<file path="src/logic/booth_pkg.sv">
package booth_pkg;

    localparam int width = 8;  // the product is twice this wide
    localparam int count_bits = $clog2(width + 1);  // counter has to reach width

    // addend codes use the booth window patterns {q0, q_minus1}
    localparam logic [1:0] add_zero = 2'b00;
    localparam logic [1:0] add_plus = 2'b01;
    localparam logic [1:0] add_minus = 2'b10;
    localparam logic [1:0] add_zero_alt = 2'b11;

    typedef enum logic [1:0] {
        start = 2'b00,
        process = 2'b01,
        wait_out = 2'b10
    } state_t;

    // high half is the accumulator A, low half is the multiplier Q
    typedef struct packed {
        logic signed [width-1:0] hi;
        logic [width-1:0] lo;
    } product_halves_t;

    // one word for the shift, two halves for the add
    typedef union packed {
        logic signed [2*width-1:0] full;
        product_halves_t halves;
    } product_u;

endpackage

</file>
<file path="src/logic/booth_controller.sv">
module booth_controller (
    input  logic       clk,
    input  logic       rst,
    input  logic       src_valid,
    input  logic       dest_ready,
    input  logic       count_comp,
    input  logic [1:0] booth_window,
    output logic       src_ready,
    output logic       dest_valid,
    output logic       load,
    output logic       step,
    output logic       qr_sel,
    output logic       clear,
    output logic [1:0] data_sel
);

    booth_pkg::state_t state;
    booth_pkg::state_t next_state;

    always_ff @(posedge clk or negedge rst) begin
        if (!rst) begin
            state <= booth_pkg::start;
        end else begin
            state <= next_state;
        end
    end

    always_comb begin
        next_state = state;
        src_ready = 1'b0;
        dest_valid = 1'b0;
        load = 1'b0;
        step = 1'b0;
        qr_sel = 1'b0;
        clear = 1'b0;
        data_sel = booth_pkg::add_zero;

        case (state)
            booth_pkg::start: begin
                src_ready = 1'b1;
                clear = 1'b1;  // accumulator sits at zero while idle
                if (src_valid) begin
                    load = 1'b1;
                    next_state = booth_pkg::process;
                end
            end

            booth_pkg::process: begin
                step = 1'b1;
                qr_sel = 1'b1;
                case (booth_window)
                    2'b01: begin
                        data_sel = booth_pkg::add_plus;
                    end
                    2'b10: begin
                        data_sel = booth_pkg::add_minus;
                    end
                    2'b11: begin
                        data_sel = booth_pkg::add_zero_alt;
                    end
                    default: begin
                        data_sel = booth_pkg::add_zero;
                    end
                endcase
                // last shift lands at this edge, product is offered after it
                if (count_comp) begin
                    next_state = booth_pkg::wait_out;
                end
            end

            booth_pkg::wait_out: begin
                dest_valid = 1'b1;  // datapath frozen so the product holds
                if (dest_ready) begin
                    next_state = booth_pkg::start;
                end
            end

            default: begin
                next_state = booth_pkg::start;
            end
        endcase
    end

    // one transaction in flight at a time
    valid_ready_exclusive: assert property (
        @(posedge clk) disable iff (!rst)
        !(dest_valid && src_ready)
    );

    // the offered product is held until the sink takes it
    hold_until_taken: assert property (
        @(posedge clk) disable iff (!rst)
        (dest_valid && !dest_ready) |=> (state == booth_pkg::wait_out)
    );

endmodule

</file>
<file path="src/logic/booth_multiplier.sv">
module booth_multiplier (
    input  logic                                 clk,
    input  logic                                 rst,
    input  logic                                 src_valid,
    output logic                                 src_ready,
    input  logic signed [booth_pkg::width-1:0]   multiplicand,
    input  logic signed [booth_pkg::width-1:0]   multiplier,
    output logic                                 dest_valid,
    input  logic                                 dest_ready,
    output logic signed [2*booth_pkg::width-1:0] product
);

    // controls from the FSM
    logic load;
    logic step;
    logic qr_sel;
    logic clear;
    logic [1:0] data_sel;

    // status back to the FSM
    logic [1:0] booth_window;
    logic count_comp;

    // datapath between the blocks
    logic signed [booth_pkg::width:0] addend;
    logic [booth_pkg::width-1:0] q_lo;
    logic shift_in;

    booth_controller booth_controller_inst (
        .clk          (clk),
        .rst          (rst),
        .src_valid    (src_valid),
        .dest_ready   (dest_ready),
        .count_comp   (count_comp),
        .booth_window (booth_window),
        .src_ready    (src_ready),
        .dest_valid   (dest_valid),
        .load         (load),
        .step         (step),
        .qr_sel       (qr_sel),
        .clear        (clear),
        .data_sel     (data_sel)
    );

    operand_select operand_select_inst (
        .clk          (clk),
        .rst          (rst),
        .load         (load),
        .multiplicand (multiplicand),
        .data_sel     (data_sel),
        .addend       (addend)
    );

    multiplier_scan multiplier_scan_inst (
        .clk          (clk),
        .rst          (rst),
        .load         (load),
        .step         (step),
        .multiplier   (multiplier),
        .shift_in     (shift_in),
        .booth_window (booth_window),
        .count_comp   (count_comp),
        .q_lo         (q_lo)
    );

    product_accumulator product_accumulator_inst (
        .clk      (clk),
        .rst      (rst),
        .clear    (clear),
        .step     (step),
        .qr_sel   (qr_sel),
        .addend   (addend),
        .q_lo     (q_lo),
        .shift_in (shift_in),
        .product  (product)
    );

endmodule

</file>
<file path="src/logic/multiplier_scan.sv">
module multiplier_scan (
    input  logic                               clk,
    input  logic                               rst,
    input  logic                               load,
    input  logic                               step,
    input  logic signed [booth_pkg::width-1:0] multiplier,
    input  logic                               shift_in,
    output logic [1:0]                         booth_window,
    output logic                               count_comp,
    output logic [booth_pkg::width-1:0]        q_lo
);

    logic [booth_pkg::width-1:0] q_q;
    logic q_minus1;  // bit below q0
    logic [booth_pkg::count_bits-1:0] count_q;

    // Q shifts right, the low bit of the sum comes in at the top
    always_ff @(posedge clk) begin
        if (load) begin
            q_q <= multiplier;
        end else if (step) begin
            q_q <= {shift_in, q_q[booth_pkg::width-1:1]};
        end
    end

    always_ff @(posedge clk or negedge rst) begin
        if (!rst) begin
            q_minus1 <= 1'b0;
            count_q <= '0;
        end else if (load) begin
            q_minus1 <= 1'b0;
            count_q <= '0;
        end else if (step) begin
            q_minus1 <= q_q[0];
            count_q <= count_q + 1'b1;
        end
    end

    assign booth_window = {q_q[0], q_minus1};
    assign q_lo = q_q;

    // high during the step that finishes the product
    assign count_comp = (count_q == booth_pkg::count_bits'(booth_pkg::width - 1));

    no_step_past_end: assert property (
        @(posedge clk) disable iff (!rst)
        step |-> (count_q != booth_pkg::count_bits'(booth_pkg::width))
    );

endmodule

</file>
<file path="src/logic/operand_select.sv">
module operand_select (
    input  logic                               clk,
    input  logic                               rst,
    input  logic                               load,
    input  logic signed [booth_pkg::width-1:0] multiplicand,
    input  logic [1:0]                         data_sel,
    output logic signed [booth_pkg::width:0]   addend
);

    logic signed [booth_pkg::width-1:0] mcand_q;
    logic signed [booth_pkg::width:0] mcand_ext;

    always_ff @(posedge clk) begin
        if (load) begin
            mcand_q <= multiplicand;
        end
    end

    // one extra bit so the negated most negative value does not wrap
    assign mcand_ext = {mcand_q[booth_pkg::width-1], mcand_q};

    always_comb begin
        case (data_sel)
            booth_pkg::add_plus: begin
                addend = mcand_ext;
            end
            booth_pkg::add_minus: begin
                addend = -mcand_ext;  // two's complement
            end
            booth_pkg::add_zero, booth_pkg::add_zero_alt: begin
                addend = '0;
            end
            default: begin
                addend = '0;
            end
        endcase
    end

    // the addend code is settled while the operands are taken in
    sel_stable_at_load: assert property (
        @(posedge clk) disable iff (!rst)
        load |-> $stable(data_sel)
    );

endmodule

</file>
<file path="src/logic/product_accumulator.sv">
module product_accumulator (
    input  logic                                 clk,
    input  logic                                 rst,
    input  logic                                 clear,
    input  logic                                 step,
    input  logic                                 qr_sel,
    input  logic signed [booth_pkg::width:0]     addend,
    input  logic [booth_pkg::width-1:0]          q_lo,
    output logic                                 shift_in,
    output logic signed [2*booth_pkg::width-1:0] product
);

    logic signed [booth_pkg::width-1:0] hi_q;  // accumulator A
    logic signed [booth_pkg::width:0] sum;

    booth_pkg::product_u step_word;
    booth_pkg::product_u shifted;
    booth_pkg::product_u prod_word;

    // A plus addend in one extra bit so the sign survives the add
    assign sum = {hi_q[booth_pkg::width-1], hi_q} + addend;

    always_comb begin
        step_word.halves.hi = sum[booth_pkg::width-1:0];
        step_word.halves.lo = q_lo;
        // arithmetic shift with the sign of the widened sum
        shifted.full = {sum[booth_pkg::width], step_word.full[2*booth_pkg::width-1:1]};
    end

    // bit leaving A goes to the top of Q
    assign shift_in = shifted.halves.lo[booth_pkg::width-1];

    always_ff @(posedge clk or negedge rst) begin
        if (!rst) begin
            hi_q <= '0;
        end else if (clear) begin
            hi_q <= '0;
        end else if (step && qr_sel) begin
            hi_q <= shifted.halves.hi;
        end
    end

    always_comb begin
        prod_word.halves.hi = hi_q;
        prod_word.halves.lo = q_lo;
    end

    assign product = prod_word.full;

endmodule

</file>
<file path="config.mk">
export PLATFORM = sky130hd
export DESIGN_NAME = booth_multiplier
export DESIGN_NICKNAME = d
export VERILOG_FILES = /design/src/logic/booth_pkg.sv /design/src/logic/booth_controller.sv /design/src/logic/booth_multiplier.sv /design/src/logic/multiplier_scan.sv /design/src/logic/operand_select.sv /design/src/logic/product_accumulator.sv
export SDC_FILE = /design/constraint.sdc
export NUM_CORES = 1
export LEC_CHECK = 0
export BUFFER_PORTS_ARGS = -buffer_cell sky130_fd_sc_hd__buf_2
export CORE_MARGIN = 4
export CORE_UTILIZATION = 28
export DETAILED_ROUTE_END_ITERATION = 16
export PLACE_DENSITY_LB_ADDON = 0.12
export SETUP_SLACK_MARGIN = 0.3
export SLEW_MARGIN = 15
export SYNTH_ARGS = -nofsm -noshare
export SYNTH_HDL_FRONTEND = slang
export SYNTH_SLANG_ARGS = --single-unit
</file>
<file path="constraint.sdc">
create_clock -name clk -period 3.69 [get_ports clk]
set_clock_uncertainty 0.1 [all_clocks]
set_input_delay 0.738 -clock clk [delete_from_list [all_inputs] [get_ports clk]]
set_output_delay 0.738 -clock clk [all_outputs]
set_load 0.02 [all_outputs]
</file>
## Yosys cells after proc, flatten, opt, wreduce, memory -nomap -nowiden

Index checks and enable logic that the tools add are counted.

| word-level totals | value |
|---|---|
| register bits | 31 |
| word-level logic and storage cells | 47 |

| cells by class | value |
|---|---|
| add/sub/neg operators | 3 |
| equality and inequality tests | 12 |
| mux-type cells | 20 |
| reductions and logical operators | 6 |

Operators with widths:

| kind | number |
|---|---|
| $mux 8 | 4 |
| $pmux 9 s3 | 1 |
| $pmux 2 s3 | 2 |
| $eq 2x2->1 const B | 5 |
| $add 9x9->9 | 1 |
| $neg 8->9 | 1 |
| $mux 2 | 4 |
| $mux 4 | 2 |
| $mux 1 | 7 |
| $eq 2x1->1 const B | 3 |
| $add 4x1->4 const B | 1 |
| $eq 4x3->1 const B | 1 |
| $logic_not 2->1 | 2 |
| $ne 2x2->1 const B | 2 |
| $reduce_bool 2->1 | 2 |
| $reduce_and 3->1 | 1 |
| $ne 2x1->1 const B | 1 |
| $reduce_or 2->1 | 1 |

## Depth between registers and ports, before layout

| logic depth | value |
|---|---|
| depth after elaboration | 9 |
| mapped depth | 13 |
| depth with buffers taken out | 13 |

## By module

From an unflattened synthesis, not the netlist that was laid out.

| second synthesis, totals | value |
|---|---|
| cells, all modules | 183 |
| area total of the unflattened synthesis | 1993.2 µm² |

By module, submodules not included:

| module | times used | cells an instance | area an instance (µm²) | sequential area each (µm²) |
|---|---|---|---|---|
| product_accumulator | 1 | 83 | 748.2 | 200.2 |
| multiplier_scan | 1 | 43 | 645.6 | 365.4 |
| operand_select | 1 | 42 | 466.7 | 240.2 |
| booth_controller | 1 | 15 | 132.6 | 50.0 |

## Least setup slack after synthesis

No wires, ideal clock.

| timing | value |
|---|---|
| path type | reg2reg |
| from | register multiplier_scan_inst.q_q, in the netlist multiplier_scan_inst.q_lo[0] |
| to | register product_accumulator_inst.hi_q[4] (netlist name) |
| setup time | 0.122 ns |
| arrival | 2.317 ns |
| required time | 3.468 ns |
| setup slack | 1.151 ns |
| stages on the path, launching flop included | 11 |
| path buffers | 1 |
| cell sequence | edfxtp_1 nor2b_1 clkbuf_1 a22oi_1 nor2_1 ha_1 a21oi_1 a21boi_1 o21a_1 or3_1 a32o_1 |

| between the ends | value |
|---|---|
| cells in the longest elaborated chain, start to end | 9 |
| elaborated cells between the ends (all ways) | 14 |

RTL lines:

| what | RTL line | text |
|---|---|---|
| start: declaration | multiplier_scan.sv:13 | `logic [booth_pkg::width-1:0] q_q;` |
| start signal: assignment | multiplier_scan.sv:20 | `q_q <= multiplier;` |
| start signal: assignment | multiplier_scan.sv:22 | `q_q <= {shift_in, q_q[booth_pkg::width-1:1]};` |
| $eq 2x2->1 / $eq 2x1->1 (equally long branches) | booth_controller.sv:51 | `case (booth_window)` |
| $pmux 2 s3 * | booth_controller.sv:51 |  |
| $mux 2 * | booth_controller.sv:38 | `case (state)` |
| $eq 2x2->1 / $logic_not 2->1 (equally long branches) | operand_select.sv:23 | `case (data_sel)` |
| $reduce_or 2->1 | operand_select.sv:23 |  |
| $pmux 9 s3 * | operand_select.sv:23 |  |
| $add 9x9->9 * | product_accumulator.sv:21 | `assign sum = {hi_q[booth_pkg::width-1], hi_q} + addend;` |
| $mux 8 * | product_accumulator.sv:38 | `end else if (step && qr_sel) begin` |
| $mux 8 * | product_accumulator.sv:36 | `end else if (clear) begin` |
| end signal: assignment | product_accumulator.sv:39 | `hi_q <= shifted.halves.hi;` |
| end: declaration | product_accumulator.sv:13 | `logic signed [booth_pkg::width-1:0] hi_q;` |

Every way passes the cells marked *; elsewhere a longest branch is shown, timed or not. The select of a mux whose other input is x is not followed.
A chain may end at the register's enable or synchronous reset.

## Worst setup path after layout

| timing | value |
|---|---|
| from | register operand_select_inst.mcand_q[2] (netlist name) |
| to | register product_accumulator_inst.hi_q[7] (netlist name) |

| between the ends | value |
|---|---|
| cells in the longest elaborated chain, start to end | 5 |

RTL lines:

| what | RTL line | text |
|---|---|---|
| start: declaration | operand_select.sv:10 | `logic signed [booth_pkg::width-1:0] mcand_q;` |
| start signal: assignment | operand_select.sv:15 | `mcand_q <= multiplicand;` |
| $neg 8->9 | operand_select.sv:28 | `addend = -mcand_ext;` |
| $pmux 9 s3 * | operand_select.sv:23 |  |
| $add 9x9->9 * | product_accumulator.sv:21 |  |
| $mux 8 * | product_accumulator.sv:38 |  |
| $mux 8 * | product_accumulator.sv:36 |  |

Marked as above.

==> out/results.tsv <==
metric	value	unit
delay of the slowest critical-path stage	0.49	ns
CTS Buf Count	5	
Worst EP arrival	2.91	ns
Synth Area in Compound Gates	13.0	%
Rows	29	
crit end category	register	
Hold/Removal Path Class	in2async	
final setup fails	0	
Mean Syn Cell Area	9.57	sq um
DR vias/cell	4.64	
first drt pass iteration count	4	
Synth Area in Adders	8.58	%
n_diodes	0	
post-cts resize count	0	
P&R area growth vs syn	18.2	%
CTS Buffer Depth	2	
antenna violations before repair	0	
nets@finish	263	
setup tns final	0	ns
CP max FO	5	
first-pass GRT wire length	6.93	mm
largest net degree at the start of global routing	20	
post-synthesis mux area share	0	%
count of input and output buffers	37	
initial drt markers	36	
Yosys cell types	44	
share of post-route cells with drive strength above 1	22.8	%
GRT Residual Overflow	0	
reg-to-reg critical path startpoint	operand_select_inst.mcand_q[2]	
leading area contributor after synthesis	edfxtp_1	
RR Endpoint	product_accumulator_inst.hi_q[7]	
largest family of logic cells by synthesized area	simple AND/OR/NAND/NOR gates	
critical path's slowest cell	edfxtp_1	
Period Utilization, post-route	76.9	%
Mapped Area	1840	sq um
Total Wirelength	4.01	mm
Fmax	0.352	GHz
met2 Use GR	17.5	%
minimum clock period	2.84	ns
max cap viols	0	
asr flop ratio synth	48.4	%
RSZ-0062 raised after global routing	false	
CP delay by family, top	simple AND/OR/NAND/NOR gates	
Core ar.	6350	sq um
data required time of the worst path	3.77	ns
Synth Area in Simple Gates	22.4	%
DRC Markers	0	
clock latency on the worst-skew pair	0.29	ns
Crit Path Category	reg2reg	
top post-synthesis cells by area	edfxtp_1 26%, dfrtp_1 20%, nand2_1 8.4%	
Slew Limit Fails	0	
Wirelength per Cell	13.0	um
Tot Pwr	1.81	mW
Routability Congestion	0.776	
Worst Path Buf+Inv	0	
Clock Sinks	31	
DIE AREA	7920	sq um
Max IR drop VDD	0.000294	V
met1 usage	15.2	%
Synth top area share	26.2	%
R2R Setup Slk	0.85	ns
Max H-tree Level	2	
CP Cell Sequence	nor3_1 > nand2_1 > xor2_1 > a22oi_1 > nor2_1 > ha_1 > a21o_1 > or3_1 > o22ai_2 > xnor2_1 > o21ai_1	
Setup WS post-layout	0.852	ns
layer with the highest usage	met2	
clk slew on worst S/H paths	0.08	ns
count of final hold-check violations	0	
status	finished clean	
die width	89.0	um
DR vias	1435	
ANT nets after route	0	
part of the Yosys area used for sequential elements	46.6	%
startpoint types	register	
Post-Place Setup Slack	0.889	ns
Slew @ Worst Pin	0.668	ns
CTS tree	done	
M3 GR Usage	3.41	%
All-Layer GR Usage	11.4	%
leakage dissipation	0.992	nW
vias in the first global route	1431	
initial core utilization	28.9	%
synth warn	0	
cell count after synthesis	192	
top_reg_cell synth	edfxtp_1	
die height	89.0	um
power per cell area	835	nW/um^2
Top-Level Pins	38	
Final HPWL DP	3.02	mm
Post-synth EDFFs	16	
worst r2r path cells	11	
# Post-CTS Setup Buffers	0	
clock root cell	clkbuf_8	
syn_nets	224	
post-synthesis register bit count	31	
Max-slew headroom	55.4	%
XOR/XNOR share of the synthesized area	4.77	%
number of hold buffers added after CTS	0	
-- layer usage --
metal | up-vias | routed length (um)
met2 | 30 | 1690
met4 | 0 | 63
li1 | 750 | -
met5 | - | 0
met1 | 650 | 2020
met3 | 5 | 232
-- layout make-up --
cell class	instances	area [sq um]
clock buffers	5	68.8
flip-flops and latches	31	856
multi-input cells	145	896
clock inverters	3	20.0
well taps	77	96.3
inverters	9	33.8
repair buffers	39	200
fillers	659	4180
-- report_power, final --
part / leakage (nW) / internal, mW / total [mW] / switching [mW]
Sequential: 0.347 / 0.532 / 0.641 / 0.109
Combinational: 0.605 / 0.357 / 0.899 / 0.541
Clock: 0.0402 / 0.131 / 0.272 / 0.141
-- how the worst max path moves through the flow --
stage / from / end / depth (start not counted) / slack [ns]
3_5_place_dp: operand_select_inst.mcand_q[2] / product_accumulator_inst.hi_q[7] / 11 / 0.89
4_1_cts: operand_select_inst.mcand_q[0] / product_accumulator_inst.hi_q[6] / 11 / 0.87
3_3_place_gp: operand_select_inst.mcand_q[2] / product_accumulator_inst.hi_q[7] / 11 / 0.87
5_1_grt: operand_select_inst.mcand_q[0] / product_accumulator_inst.hi_q[6] / 11 / 0.62
6_report: operand_select_inst.mcand_q[2] / product_accumulator_inst.hi_q[7] / 11 / 0.85
2_1_floorplan: multiplier_scan_inst.q_lo[0] / product_accumulator_inst.hi_q[4] / 10 / 1.15
-- Yosys cell counts, types with 2 or more instances --
cell type and n:
a22o_1 2, nor2_1 18, nand2_1 41, a21oi_1 4, xor2_1 5, nor3_1 2
clkbuf_1 4, nand2b_1 3, edfxtp_1 16, or3_1 2, nor2b_1 3, dfrtp_1 15
ha_1 11, o21ai_0 8, o21a_1 2, a22oi_1 5, o21ai_1 8, nor3b_1 2
nand3_1 4, inv_1 8, xnor2_1 5, buf_6 2
-- cell usage in the layout, fill, tap and decap left out, drive strengths merged, types with 3 or more instances in the layout --
cell type / instances
inv: 9
nand2b: 3
ha: 11
nor2b: 3
nor2: 18
o21ai: 16
edfxtp: 16
xnor2: 5
a22oi: 5
nand3: 4
xor2: 5
buf: 39
a21oi: 4
clkbuf: 5
nand2: 41
dfrtp: 15
-- metrics by stage --
step / area (sq um) / utilization, % / std cells / hold WS [ns]
final: 2170 / 34.2 / 309 / 0.255
after global routing: 2170 / 34.2 / 309 / 0.277
after CTS: 2170 / 34.2 / 309 / 0.260
after detailed placement: 2080 / 32.8 / 301 / 0.368
after global placement: 2080 / 32.8 / 301 / 0.369
after floorplan: 1840 / - / 192 / 0.342
-- worst register-to-register path, stage by stage, from the launching register on --
cell and delay, ns:
edfxtp_1 0.49, nor3_1 0.44, nand2_1 0.12, xor2_1 0.16, a22oi_1 0.21, nor2_1 0.07, ha_1 0.33, a21o_1 0.19
or3_1 0.32, o22ai_2 0.12, xnor2_1 0.13, o21ai_1 0.07
-- registers in the layout, summed over array words and instances, names as in the netlist --
signal / count
multiplier_scan_inst.q_minus1: 1
multiplier_scan_inst.q_lo: 8
multiplier_scan_inst.count_q: 4
operand_select_inst.mcand_q: 8
booth_controller_inst.state: 2
product_accumulator_inst.hi_q: 8
-- cells by family (layout without fill, tap and decap cells) --
logic type,after synthesis,after routing
adder cells (fa/ha/maj),12,12
buffers and inverters,16,56
AO/OA/AOI/OAI,37,37
XOR/XNOR,10,10
AND/OR/NAND/NOR,86,86
flip-flops,31,31
Note: power is estimated with default switching activity, not from simulation.
